### src/hw/fp_pkg.sv
// binary32 field widths, exponent limits, canonical NaN and the float word union
`default_nettype none

package fp_pkg;

  localparam int exp_w = 8;
  localparam int frac_w = 23;
  // fraction plus the hidden bit
  localparam int sig_w = 24;
  localparam int uexp_w = 10;

  localparam int bias = 127;
  localparam int emin = -126;
  localparam int emax = 127;
  localparam logic [exp_w-1:0] exp_special = 8'hff;
  localparam logic [31:0] qnan_word = 32'h7fc0_0000;

  typedef struct packed {
    logic sign;
    logic [exp_w-1:0] exponent;
    logic [frac_w-1:0] fraction;
  } float_fields_t;

  // same 32 bits seen raw or split into fields
  typedef union packed {
    logic [31:0] bits;
    float_fields_t fields;
  } float_word_t;

endpackage

`default_nettype wire

### src/hw/op_pkg.sv
// rounding mode and operation encodings, unit latency
`default_nettype none

package op_pkg;

  typedef enum logic {rne = 1'b0, rtz = 1'b1} round_mode_e;

  typedef enum logic {op_add = 1'b0, op_sub = 1'b1} op_e;

  // clock cycles from capture edge to ack rise
  localparam int unit_latency = 2;

endpackage

`default_nettype wire

### src/hw/unpacked_if.sv
// unpacked value bus with source and sink modports
`default_nettype none

interface unpacked_if import fp_pkg::*; ();

  logic nan;
  logic inf;
  logic zero;
  logic sign;
  // unbiased
  logic signed [uexp_w-1:0] exponent;
  logic [sig_w-1:0] significand;

  modport source (output nan, inf, zero, sign, exponent, significand);
  modport sink (input nan, inf, zero, sign, exponent, significand);

endinterface

`default_nettype wire

### src/hw/fp_unpack.sv
// binary32 classification and expansion to unpacked form
`default_nettype none

module fp_unpack import fp_pkg::*; (
  input  float_word_t       word,
  unpacked_if.source        u
);

  logic frac_nonzero;

  assign frac_nonzero = |word.fields.fraction;

  always_comb begin
    u.sign = word.fields.sign;
    u.nan = (word.fields.exponent == exp_special) && frac_nonzero;
    u.inf = (word.fields.exponent == exp_special) && !frac_nonzero;
    // subnormals count as zero
    u.zero = (word.fields.exponent == '0);
    if (u.zero) begin
      u.exponent = '0;
      u.significand = '0;
    end else begin
      u.exponent = uexp_w'($signed({{(uexp_w-exp_w){1'b0}}, word.fields.exponent}) - bias);
      u.significand = {1'b1, word.fields.fraction};
    end
  end

endmodule

`default_nettype wire

### src/hw/fp_dual_path_add.sv
// near/far path add, normalisation, rne/rtz rounding, range checks
`default_nettype none

module fp_dual_path_add import fp_pkg::*, op_pkg::*; (
  input  op_e               op,
  input  round_mode_e       round_mode,
  unpacked_if.sink          a,
  unpacked_if.sink          b,
  unpacked_if.source        r
);

  logic a_larger;
  logic eff_sub;
  logic res_sign;
  logic signed [uexp_w-1:0] l_exp;
  logic signed [uexp_w-1:0] s_exp;
  logic [sig_w-1:0] l_sig;
  logic [sig_w-1:0] s_sig;
  logic [uexp_w-1:0] exp_diff;
  logic near_path;
  logic far_pass;
  logic [2*sig_w+3:0] s_shift;
  logic [sig_w+1:0] s_align;
  logic align_sticky;
  logic [sig_w+2:0] l_ext;
  logic [sig_w+2:0] s_ext;
  logic [sig_w+2:0] near_diff;
  logic [sig_w+2:0] far_sum;
  logic [4:0] lz;
  logic exact_zero;
  logic sticky_in;
  logic [sig_w+2:0] norm;
  logic signed [uexp_w-1:0] norm_exp;
  logic [sig_w-1:0] sig_trunc;
  logic guard;
  logic sticky;
  logic inc;
  logic [sig_w:0] sig_rnd;
  logic signed [uexp_w-1:0] rnd_exp;

  // leading zeros of the 26 bit near path difference
  function automatic logic [4:0] lead_zeros(input logic [sig_w+1:0] v);
    logic [4:0] n;
    logic found;
    n = '0;
    found = 1'b0;
    for (int i = sig_w + 1; i >= 0; i--) begin
      if (!found) begin
        if (v[i]) found = 1'b1;
        else n = n + 5'd1;
      end
    end
    return n;
  endfunction

  // order by exponent and then significand
  assign a_larger = (a.exponent > b.exponent) ||
                    ((a.exponent == b.exponent) && (a.significand > b.significand));
  assign eff_sub = a.sign ^ b.sign ^ (op == op_sub);
  assign res_sign = a_larger ? a.sign : (b.sign ^ (op == op_sub));
  assign l_exp = a_larger ? a.exponent : b.exponent;
  assign s_exp = a_larger ? b.exponent : a.exponent;
  assign l_sig = a_larger ? a.significand : b.significand;
  assign s_sig = a_larger ? b.significand : a.significand;
  assign exp_diff = l_exp - s_exp;

  assign near_path = eff_sub && (exp_diff <= 1);
  assign far_pass = (exp_diff > 26);

  // two extra low bits hold guard and round while shifted-out bits fold into sticky
  assign l_ext = {1'b0, l_sig, 2'b00};
  assign s_shift = {s_sig, 2'b00, {(sig_w+2){1'b0}}} >> exp_diff;
  assign s_align = s_shift[2*sig_w+3 -: sig_w+2];
  assign align_sticky = |s_shift[sig_w+1:0];
  assign s_ext = {1'b0, s_align};

  assign near_diff = l_ext - s_ext;
  // lost bits borrow one unit and keep sticky set
  assign far_sum = eff_sub ? (l_ext - s_ext - {{(sig_w+2){1'b0}}, align_sticky})
                           : (l_ext + s_ext);
  assign lz = lead_zeros(near_diff[sig_w+1:0]);

  always_comb begin
    exact_zero = 1'b0;
    sticky_in = align_sticky;
    norm = far_sum;
    norm_exp = l_exp;
    if (far_pass) begin
      norm = l_ext;
      sticky_in = 1'b0;
    end else if (near_path) begin
      // shift the cancelled difference up to the hidden bit
      exact_zero = (near_diff == '0);
      norm = near_diff << lz;
      norm_exp = l_exp - $signed({{(uexp_w-5){1'b0}}, lz});
    end else if (far_sum[sig_w+2]) begin
      norm = far_sum >> 1;
      sticky_in = far_sum[0] | align_sticky;
      norm_exp = l_exp + 1;
    end else if (!far_sum[sig_w+1]) begin
      norm = far_sum << 1;
      norm_exp = l_exp - 1;
    end
  end

  assign sig_trunc = norm[sig_w+1:2];
  assign guard = norm[1];
  assign sticky = norm[0] | sticky_in;
  assign inc = (round_mode == rne) && guard && (sticky || sig_trunc[0]);
  assign sig_rnd = {1'b0, sig_trunc} + {{sig_w{1'b0}}, inc};
  assign rnd_exp = sig_rnd[sig_w] ? norm_exp + 1 : norm_exp;

  always_comb begin
    r.nan = 1'b0;
    r.inf = 1'b0;
    r.zero = 1'b0;
    r.sign = res_sign;
    r.exponent = rnd_exp;
    r.significand = sig_rnd[sig_w] ? sig_rnd[sig_w:1] : sig_rnd[sig_w-1:0];
    if (exact_zero) begin
      // exact cancellation is +0
      r.zero = 1'b1;
      r.sign = 1'b0;
      r.exponent = '0;
      r.significand = '0;
    end else if (rnd_exp > emax) begin
      if (round_mode == rne) begin
        r.inf = 1'b1;
        r.exponent = '0;
        r.significand = '0;
      end else begin
        r.exponent = uexp_w'(emax);
        r.significand = '1;
      end
    end else if (rnd_exp < emin) begin
      // flush to signed zero
      r.zero = 1'b1;
      r.exponent = '0;
      r.significand = '0;
    end
  end

endmodule

`default_nettype wire

### src/hw/fp_special_select.sv
// NaN, infinity and zero rules ahead of the adder result
`default_nettype none

module fp_special_select import op_pkg::*; (
  input  op_e               op,
  unpacked_if.sink          a,
  unpacked_if.sink          b,
  unpacked_if.sink          dp,
  unpacked_if.source        r
);

  logic b_sign_eff;

  // b as it enters the sum
  assign b_sign_eff = b.sign ^ (op == op_sub);

  always_comb begin
    r.nan = 1'b0;
    r.inf = 1'b0;
    r.zero = 1'b0;
    r.sign = 1'b0;
    r.exponent = '0;
    r.significand = '0;
    if (a.nan || b.nan || (a.inf && b.inf && (a.sign != b_sign_eff))) begin
      r.nan = 1'b1;
    end else if (a.inf) begin
      r.inf = 1'b1;
      r.sign = a.sign;
    end else if (b.inf) begin
      r.inf = 1'b1;
      r.sign = b_sign_eff;
    end else if (a.zero && b.zero) begin
      r.zero = 1'b1;
      r.sign = a.sign & b_sign_eff;
    end else if (a.zero) begin
      r.sign = b_sign_eff;
      r.exponent = b.exponent;
      r.significand = b.significand;
    end else if (b.zero) begin
      r.sign = a.sign;
      r.exponent = a.exponent;
      r.significand = a.significand;
    end else begin
      r.nan = dp.nan;
      r.inf = dp.inf;
      r.zero = dp.zero;
      r.sign = dp.sign;
      r.exponent = dp.exponent;
      r.significand = dp.significand;
    end
  end

endmodule

`default_nettype wire

### src/hw/fp_pack.sv
// unpacked value to binary32 encoding
`default_nettype none

module fp_pack import fp_pkg::*; (
  unpacked_if.sink          u,
  output float_word_t       word
);

  always_comb begin
    word.fields.sign = u.sign;
    word.fields.exponent = exp_w'(u.exponent + bias);
    // hidden bit dropped
    word.fields.fraction = u.significand[frac_w-1:0];
    if (u.nan) begin
      word.bits = qnan_word;
    end else if (u.inf) begin
      word.fields.exponent = exp_special;
      word.fields.fraction = '0;
    end else if (u.zero) begin
      word.fields.exponent = '0;
      word.fields.fraction = '0;
    end
  end

endmodule

`default_nettype wire

### src/hw/fp_handshake.sv
// four-phase req/ack control with operand and result registers
`default_nettype none

module fp_handshake import op_pkg::*; (
  input  logic              clk,
  input  logic              reset,
  input  logic              req,
  output logic              ack,
  input  op_e               op,
  input  round_mode_e       round_mode,
  input  logic [31:0]       a,
  input  logic [31:0]       b,
  output op_e               op_q,
  output round_mode_e       mode_q,
  output logic [31:0]       a_q,
  output logic [31:0]       b_q,
  input  logic [31:0]       packed_result,
  output logic [31:0]       result
);

  // idle when neither busy nor ack, done while ack is high
  logic busy;
  logic [1:0] cnt;
  logic start;

  assign start = req && !ack && !busy;

  always_ff @(posedge clk) begin
    if (start) begin
      a_q <= a;
      b_q <= b;
      op_q <= op;
      mode_q <= round_mode;
    end
  end

  always_ff @(posedge clk) begin
    if (reset) begin
      busy <= 1'b0;
      ack <= 1'b0;
      cnt <= '0;
      result <= '0;
    end else if (start) begin
      busy <= 1'b1;
      cnt <= '0;
    end else if (busy) begin
      cnt <= cnt + 2'd1;
      if (cnt == 2'(unit_latency - 1)) begin
        busy <= 1'b0;
        ack <= 1'b1;
        result <= packed_result;
      end
    end else if (ack && !req) begin
      // requester let go
      ack <= 1'b0;
    end
  end

endmodule

`default_nettype wire

### src/hw/fp_add_sub.sv
// binary32 add/subtract top level with req/ack handshake
`default_nettype none

module fp_add_sub import op_pkg::*; (
  input  logic              clk,
  input  logic              reset,
  input  logic              req,
  input  op_e               op,
  input  round_mode_e       round_mode,
  input  logic [31:0]       a,
  input  logic [31:0]       b,
  output logic              ack,
  output logic [31:0]       result
);

  op_e op_q;
  round_mode_e mode_q;
  logic [31:0] a_q;
  logic [31:0] b_q;
  logic [31:0] packed_result;

  unpacked_if a_if ();
  unpacked_if b_if ();
  unpacked_if dp_if ();
  unpacked_if res_if ();

  fp_handshake u_handshake (
    .clk(clk), .reset(reset), .req(req), .ack(ack),
    .op(op), .round_mode(round_mode), .a(a), .b(b),
    .op_q(op_q), .mode_q(mode_q), .a_q(a_q), .b_q(b_q),
    .packed_result(packed_result), .result(result)
  );

  fp_unpack u_unpack_a (.word(a_q), .u(a_if.source));
  fp_unpack u_unpack_b (.word(b_q), .u(b_if.source));

  fp_dual_path_add u_dual_path_add (
    .op(op_q), .round_mode(mode_q),
    .a(a_if.sink), .b(b_if.sink), .r(dp_if.source)
  );

  fp_special_select u_special_select (
    .op(op_q), .a(a_if.sink), .b(b_if.sink), .dp(dp_if.sink), .r(res_if.source)
  );

  fp_pack u_pack (.u(res_if.sink), .word(packed_result));

endmodule

`default_nettype wire

### config.mk
export PLATFORM = sky130hd
export DESIGN_NAME = fp_add_sub
export DESIGN_NICKNAME = d
export VERILOG_FILES = /design/src/hw/fp_pkg.sv /design/src/hw/op_pkg.sv /design/src/hw/unpacked_if.sv /design/src/hw/fp_unpack.sv /design/src/hw/fp_dual_path_add.sv /design/src/hw/fp_special_select.sv /design/src/hw/fp_pack.sv /design/src/hw/fp_handshake.sv /design/src/hw/fp_add_sub.sv
export SDC_FILE = /design/constraint.sdc
export NUM_CORES = 1
export LEC_CHECK = 0
export BUFFER_PORTS_ARGS = -buffer_cell sky130_fd_sc_hd__buf_2
export CELL_PAD_IN_SITES_DETAIL_PLACEMENT = 1
export CELL_PAD_IN_SITES_GLOBAL_PLACEMENT = 2
export CORE_ASPECT_RATIO = 0.8
export CORE_MARGIN = 1.5
export CORE_UTILIZATION = 40
export DETAILED_ROUTE_END_ITERATION = 6
export PLACE_DENSITY = 0.91
export RECOVER_POWER = 25
export SYNTH_ARGS = -nofsm -noshare
export SYNTH_HDL_FRONTEND = slang
export SYNTH_SLANG_ARGS = --single-unit
### constraint.sdc
create_clock -name clk -period 46.3 [get_ports clk]
set_clock_uncertainty 0.05 [all_clocks]
set_input_delay 0 -clock clk [delete_from_list [all_inputs] [get_ports clk]]
set_output_delay 0 -clock clk [all_outputs]
set_load 0.1 [all_outputs]
==> results of run 1 <==
## cell usage after synthesis (44+ instances only)
cell type,instances,area share
o21ai_0,198,0.048
edfxtp_1,66,0.097
nand3_1,112,0.027
nor3_1,102,0.025
inv_1,115,0.021
xnor2_1,115,0.049
mux2i_1,90,0.044
a21oi_1,254,0.062
o211ai_1,45,0.017
xor2_1,44,0.019
nor2_1,327,0.060
clkbuf_1,128,0.024
a211oi_1,50,0.018
ha_1,132,0.081
nand2_1,373,0.068
## power by group through the flow
stage	registers [mW]	clock network [mW]	logic (mW)
after global routing	0.113	0.0873	1.63
after CTS	0.112	0.0818	1.47
after floorplan	0.116	0	0.987
after global placement	0.114	0	1.43
after detailed placement	0.114	0	1.46
final	0.113	0.0844	1.54
## cell type report
| cell class | instances | area share |
|---|---|---|
| multi-input combinational | 2565 | 0.735 |
| sequential | 102 | 0.119 |
| timing repair buffer | 241 | 0.0755 |
| tap | 675 | 0.0372 |
| inverter | 121 | 0.0200 |
| clock buffer | 9 | 0.00991 |
| clock inverter | 7 | 0.00347 |
## placed cells by master, fill, tap and decap left out, types with 41 or more instances in the layout
| cell | n |
|---|---|
| buf_2 | 94 |
| dlygate4sd3_1 | 67 |
| nand2_1 | 373 |
| a211oi_1 | 47 |
| nor2_1 | 325 |
| edfxtp_1 | 66 |
| ha_1 | 131 |
| xor2_1 | 41 |
| nand3_1 | 111 |
| nor3_1 | 101 |
| mux2i_1 | 90 |
| and3_1 | 41 |
| o21ai_0 | 195 |
| xnor2_1 | 111 |
| inv_1 | 114 |
| a21oi_1 | 254 |
| a31oi_1 | 41 |
| o211ai_1 | 45 |
| buf_4 | 73 |
## state kept, by name, indices dropped and copies added, names as in the netlist
signal / cells
u_handshake.ack: 1
u_handshake.result: 32
u_handshake.cnt: 2
u_handshake.mode_q: 1
u_handshake.op_q: 1
u_handshake.a_q: 32
u_handshake.busy: 1
u_handshake.b_q: 32
## layer usage
metal,up-vias,GRT usage
li1,11000,-
met1,12300,0.545
met2,1356,0.553
met3,176,0.0971
met4,2,0.0725
met5,-,0
## final timing paths
kind	start	to	slack [ns]
min	reset	u_handshake.result[16]$_SDFFE_PP0P_	0.06
max	u_handshake.a_q[23]$_DFFE_PP_	u_handshake.result[29]$_SDFFE_PP0P_	12.56
min reg2reg	u_handshake.result[13]$_SDFFE_PP0P_	u_handshake.result[13]$_SDFFE_PP0P_	0.40
max reg2reg	u_handshake.a_q[23]$_DFFE_PP_	u_handshake.result[29]$_SDFFE_PP0P_	12.56
## timing repair
action                    in CTS  in global routing
resized for setup              0                  0
hold buffers                  67                  0
hold endpoints to repair      67                  0
## metrics by stage
stage	setup slack [ns]	cell area [um2]	utilization	total power, mW	std cells
floorplan	18.39	20400	-	1.10	2961
global placement	15.06	21800	0.435	1.54	3637
detailed placement	13.59	21800	0.435	1.57	3637
CTS	13.46	22700	0.454	1.67	3720
global route	10.37	22700	0.454	1.83	3720
finish	12.56	22700	0.454	1.74	3720
## cells by family after synthesis
| family | synth area share |
|---|---|
| compound gates | 0.280 |
| mux | 0.0817 |
| simple gates | 0.283 |
| flops | 0.132 |
| buf+inv | 0.0563 |
| xor+xnor | 0.0806 |
| fa+ha+maj | 0.0857 |
==> key figures, run 1 <==
CTS
  – H-tree levels: 3
  – TritonCTS buffer count: 9
  – Post-CTS Setup Bufs: 0
  – Root Buffer: clkbuf_16
  – Clock transition at the registers of the reported paths: roughly 0.080 ns
  – CTS tree: done
  – CTS Sinks: 102
  – Clock latency on the worst-skew pair: just under 0.4 ns
  – Clock Path Buffers: 2

Synth
  – Synth Flop Type: edfxtp_1
  – Register area share after synthesis: 0.132
  – Syn nets: 3,165
  – Syn avg cell area: approximately 6.9 um2
  – Distinct cell type count after synthesis: about 110
  – Asr flop ratio synth: 0
  – Synth warn: 0
  – Syn Std Cell Area: 20,400 um2
  – Number of synthesized register bits: between 100 and 150
  – Mapped Cells: between 2,000 and 3,000
  – Post-synth EDFFs: 66

Global route
  – GRT Total Usage: 0.374
  – Largest net degree at the start of global routing: 87
  – Total grt overflow: 0
  – Initial antenna violation count: 1
  – Vias in the first global route: 24,000
  – First-pass GRT wire length: roughly 150 mm

Critical path
  – Reg2Reg Depth: 130
  – CP peak stage delay: roughly 0.94 ns
  – CP Depth: 130
  – Crit path capture type: register
  – Startpoint types: register
  – Most frequent cell on the critical path: ha_1
  – Crit path DAT: around 34 ns
  – CP top delay family: compound AO/OA/AOI/OAI gates
  – Critical path fanouts, max: 86
  – Worst path required time: 46.47 ns
  – Critical path's slowest cell: a221oi_1
  – Critical path class: register to register
  – Worst Path Buf+Inv: 12

Timing
  – Worst-margin pin slew: around 1.4 ns
  – Period utilisation layout: 0.729
  – Fmax: 29.6 MHz
  – Sum Neg Setup Slack: 0 ns
  – Post-layout min period: between 30 and 40 ns
  – Hold Violations, Final: 0
  – Rel. slew slack: 0.0891
  – RSZ-0062 raised after global routing: no
  – Hold WS: approximately 0.06 ns
  – Final Max Tran Viols: 0
  – Final setup violation count: 0

Worst hold path
  – WHS Path Cells: 2
  – Min-Delay Path Class: input pin to register

Pwr
  – Max VDD drop: between 0.00006 and 0.00007 V
  – Clock Power Share: 0.049
  – Power Dens Cells: ~76 nW/um2
  – Internal power: between 0.6 and 0.7 mW
  – Gate power share: 0.886
  – Leak: about 9 nW
  – P_sw: ~1.1 mW
  – Register share of total power: 0.065
  – Sw Ratio: 0.637

Status
  – Outcome: complete, no violations

Route
  – Routed via count: 24,800
  – Initial DRC Count: 3,093
  – DR DRC count: 0
  – Routed WL: between 100 and 150 mm
  – Met3 WL: about 12 mm
  – Drt via density: ~6.7
  – Max layer used: met5
  – Met1 WL: 45.1 mm
  – Detail Route Antenna Nets: 0
  – Met2 WL: 42.1 mm
  – Per-cell routed wire length: 27.3 um
  – Drt pass-1 iters: 7

Placed design
  – GPL Wtd Cong: roughly 1
  – Input/output buffers: 101
  – DPL Wire Length: approximately 80 mm

Floorplanning
  – Die ar.: ~52,000 um2
  – Rows: 73
  – Core area: ~50,000 um2
  – Die W: about 260 um
  – Chip Height: around 200 um
  – Ports: between 100 and 150
  – Initial Utilization: 0.408

Job
  – Max cap viols: 0

Finish
  – Area Overhead vs Synth: 11.2%
  – Register area: roughly 2700 um2
  – # nets final: ~3,200
  – Filler cells: roughly 6,500
  – Multi-input gate area: 16,700 um2
  – Fraction of layout cells with a size suffix above 1: 0.104
  – Number of diodes: 0
Note: power is estimated with default switching activity, not from simulation.
==> run 2, diff against run 1 <==
--- a/config.mk
+++ b/config.mk
@@ -10,9 +10,9 @@
 export CELL_PAD_IN_SITES_GLOBAL_PLACEMENT = 2
 export CORE_ASPECT_RATIO = 0.8
 export CORE_MARGIN = 1.5
-export CORE_UTILIZATION = 40
+export CORE_UTILIZATION = 37
 export DETAILED_ROUTE_END_ITERATION = 6
-export PLACE_DENSITY = 0.91
+export PLACE_DENSITY = 0.86
 export RECOVER_POWER = 25
 export SYNTH_ARGS = -nofsm -noshare
 export SYNTH_HDL_FRONTEND = slang
==> constraint.sdc (replaced) <==
create_clock -name clk -period 31.2 [get_ports clk]
set_clock_uncertainty 0.05 [all_clocks]
set_input_delay 0 -clock clk [delete_from_list [all_inputs] [get_ports clk]]
set_output_delay 0 -clock clk [all_outputs]
set_load 0.1 [all_outputs]
==> key figures, run 2 (synthesis gave the netlist of run 1 again) <==
Route
  – Detail Route Antenna Nets: 0 (unchanged)
  – Routed via count: 24,900 (was 24,800)
  – DR DRC count: 0 (unchanged)
  – Per-cell routed wire length: 27.4 um (was 27.3 um)
  – Drt pass-1 iters: 6 (was 7)
  – Initial DRC Count: 2,961 (was 3,093)
  – Drt via density: 6.61 (was 6.68)
  – Routed WL: 103 mm (was 101 mm)

Placed design
  – Dpl cells: 3,661 (was 3,637)
  – DPL Wire Length: 81.0 mm (was 79.9 mm)
  – Cell Area, Placed: 21,800 um2 (about the same)
  – Input/output buffers: 101 (unchanged)
  – GPL Wtd Cong: 1.04 (was 1.01)

Floorplanning
  – Ports: 102 (unchanged)
  – Rows: 76 (was 73)
  – Initial Utilization: 0.377 (was 0.408)
  – Die ar.: 56,700 um2 (was 52,500 um2)
  – Core area: 54,200 um2 (was 50,100 um2)
  – Die W: 266 um (was 256 um)
  – Chip Height: 213 um (was 205 um)

Critical path
  – Worst r2r src: u_handshake.a_q[23]$_DFFE_PP_ (unchanged)
  – R2r endpoint: u_handshake.result[29]$_SDFFE_PP0P_ (unchanged)
  – Crit path capture type: register (unchanged)
  – Reg2Reg Depth: 125 (was 130)
  – Worst Path Buf+Inv: 10 (was 12)
  – Beginning of the critical path: u_handshake.a_q[23]$_DFFE_PP_ (unchanged)
  – Critical Path End: u_handshake.result[29]$_SDFFE_PP0P_ (unchanged)
  – CP top delay family: simple AND/OR/NAND/NOR gates (was compound AO/OA/AOI/OAI gates)
  – Most frequent cell on the critical path: ha_1 (unchanged)
  – Worst R2R Setup Slack: 1.34 ns (was 12.56 ns)
  – Startpoint types: register (unchanged)
  – Crit path DAT: 30.04 ns (was 33.91 ns)
  – Critical path fanouts, max: 48 (was 86)
  – Critical path's slowest cell: or4_4 (was a221oi_1)
  – CP peak stage delay: 0.64 ns (was 0.94 ns)
  – Worst path required time: 31.38 ns (was 46.47 ns)
  – Critical path class: register to register (unchanged)
  – CP Depth: 125 (was 130)

Global route
  – Initial antenna violation count: 3 (was 1)
  – First-pass GRT wire length: 151 mm (was 152 mm)
  – Largest net degree at the start of global routing: 70 (was 87)
  – GRT Total Usage: 0.348 (was 0.374)
  – Vias in the first global route: 24,100 (was 24,000)
  – Total grt overflow: 0 (unchanged)

Timing
  – Period utilisation layout: 0.957 (was 0.729)
  – Fmax: 33.5 MHz (was 29.6 MHz)
  – Final Max Tran Viols: 0 (unchanged)
  – Sum Neg Setup Slack: 0 ns (unchanged)
  – Worst-margin pin slew: 1.16 ns (was 1.36 ns)
  – Final setup violation count: 0 (unchanged)
  – Rel. slew slack: 0.216 (was 0.0891)
  – Post-layout min period: 29.86 ns (was 33.74 ns)
  – Hold WS: 0.0645 ns (was 0.0594 ns)
  – Hold Violations, Final: 0 (unchanged)

Status
  – Outcome: complete, no violations (unchanged)

CTS
  – CTS Sinks: 102 (unchanged)
  – Clock transition at the registers of the reported paths: 0.07 ns (was 0.08 ns)
  – Clock Path Buffers: 2 (unchanged)
  – Clock latency on the worst-skew pair: 0.39 ns (about the same)
  – TritonCTS buffer count: 9 (unchanged)
  – CTS tree: done (unchanged)
  – H-tree levels: 3 (unchanged)
  – Root Buffer: clkbuf_16 (unchanged)

Pwr
  – Power Dens Cells: 113 nW/um2 (was 76.4 nW/um2)
  – Leak: 9.16 nW (was 9.01 nW)
  – Internal power: 0.956 mW (was 0.630 mW)
  – Gate power share: 0.892 (was 0.886)
  – Max VDD drop: 0.0000709 V (was 0.0000609 V)
  – Clock Power Share: 0.044 (was 0.049)
  – Sw Ratio: 0.635 (was 0.637)
  – Register share of total power: 0.064 (was 0.065)
  – P_sw: 1.67 mW (was 1.11 mW)

Finish
  – Area Overhead vs Synth: 13.3% (was 11.2%)
  – Number of diodes: 0 (unchanged)
  – Final instance area: 23,200 um2 (was 22,700 um2)
  – Fraction of layout cells with a size suffix above 1: 0.123 (was 0.104)
  – # nets final: 3,259 (was 3,244)
  – Largest regs: u_handshake.a_q x32, u_handshake.b_q x32, u_handshake.result x32 (unchanged)
  – Commonest non-fill, non-tap cells in the layout: 373 x nand2_1, 322 x nor2_1, 248 x a21oi_1 (was 373 x nand2_1, 325 x nor2_1, 254 x a21oi_1)
  – Finished Layout Cells: 3,762 (was 3,720)
  – Fin util: 0.427 (was 0.454)
  – Commonest non-fill, non-tap cell in the layout: nand2_1 (unchanged)

Worst hold path
  – Min-Delay Path Class: input pin to register (unchanged)
  – Hold_sp: reset (unchanged)

Job
  – Max cap viols: 0 (unchanged)
-- run 2: cell type report --
| cell class | count | area (um2) |
|---|---|---|
| Inverter | 121 | 462 |
| Multi-Input combinational cell | 2569 | 17000 |
| Fill cell | 6918 | 31000 |
| Clock buffer | 9 | 225 |
| Clock inverter | 7 | 48.8 |
| Tap cell | 702 | 878 |
| Timing Repair Buffer | 252 | 1810 |
| Sequential cell | 102 | 2700 |
-- run 2: layer usage --
| metal | global-route usage | vias up | wire length (um) | part of all wire |
|---|---|---|---|---|
| li1 | - | 11000 | - | - |
| met1 | 0.521 | 12500 | 47600 | 0.46 |
| met2 | 0.514 | 1215 | 43100 | 0.42 |
| met3 | 0.0607 | 151 | 10300 | 0.10 |
| met4 | 0.0729 | 2 | 2140 | 0.021 |
| met5 | 0 | - | 12 | 0.00012 |
-- run 2: power groups by stage --
stage / Clock (mW) / Sequential, mW / Combinational (mW)
6_report: 0.116 / 0.168 / 2.34
5_1_grt: 0.121 / 0.168 / 2.47
4_1_cts: 0.111 / 0.167 / 2.21
3_5_place_dp: 0 / 0.170 / 2.18
3_3_place_gp: 0 / 0.169 / 2.14
2_1_floorplan: 0 / 0.172 / 1.47
-- run 2: metrics by stage --
step	worst slack, ns	power, mW
after floorplan	3.29	1.64
after global placement	0.872	2.31
after detailed placement	-0.529	2.35
after CTS	0.0894	2.48
after global routing	-0.0988	2.76
final	1.34	2.62
-- run 2: worst min path at each step --
| stage | endpoint | slack [ns] | cells after the start |
|---|---|---|---|
| floorplan | u_handshake.a_q[0]$_DFFE_PP_ | 0.05 | 0 |
| global placement | u_handshake.a_q[8]$_DFFE_PP_ | 0.13 | 1 |
| detailed placement | u_handshake.b_q[9]$_DFFE_PP_ | 0.13 | 1 |
| CTS | u_handshake.result[9]$_SDFFE_PP0P_ | 0.06 | 2 |
| global route | u_handshake.result[7]$_SDFFE_PP0P_ | 0.07 | 2 |
| finish | u_handshake.result[9]$_SDFFE_PP0P_ | 0.06 | 2 |
-- run 2: worst register-to-register path: cells and delay by family (launching register included) --
kind / cells / cell delay, ns
simple gates: 46 / 10.04
compound gates: 35 / 8.77
fa+ha+maj: 18 / 5.47
mux: 10 / 1.84
buf+inv: 10 / 1.57
xor+xnor: 6 / 1.54
flops: 1 / 0.41
-- run 2: repair_timing --
item / CTS / global route
endpoints found under the hold margin: 67 / 0
cloned: 0 / 4
setup buffers: 0 / 14
gates resized for setup: 5 / 62
hold buffers: 67 / 0
pin swaps: 0 / 8
endpoints found under the setup margin: 31 / 31
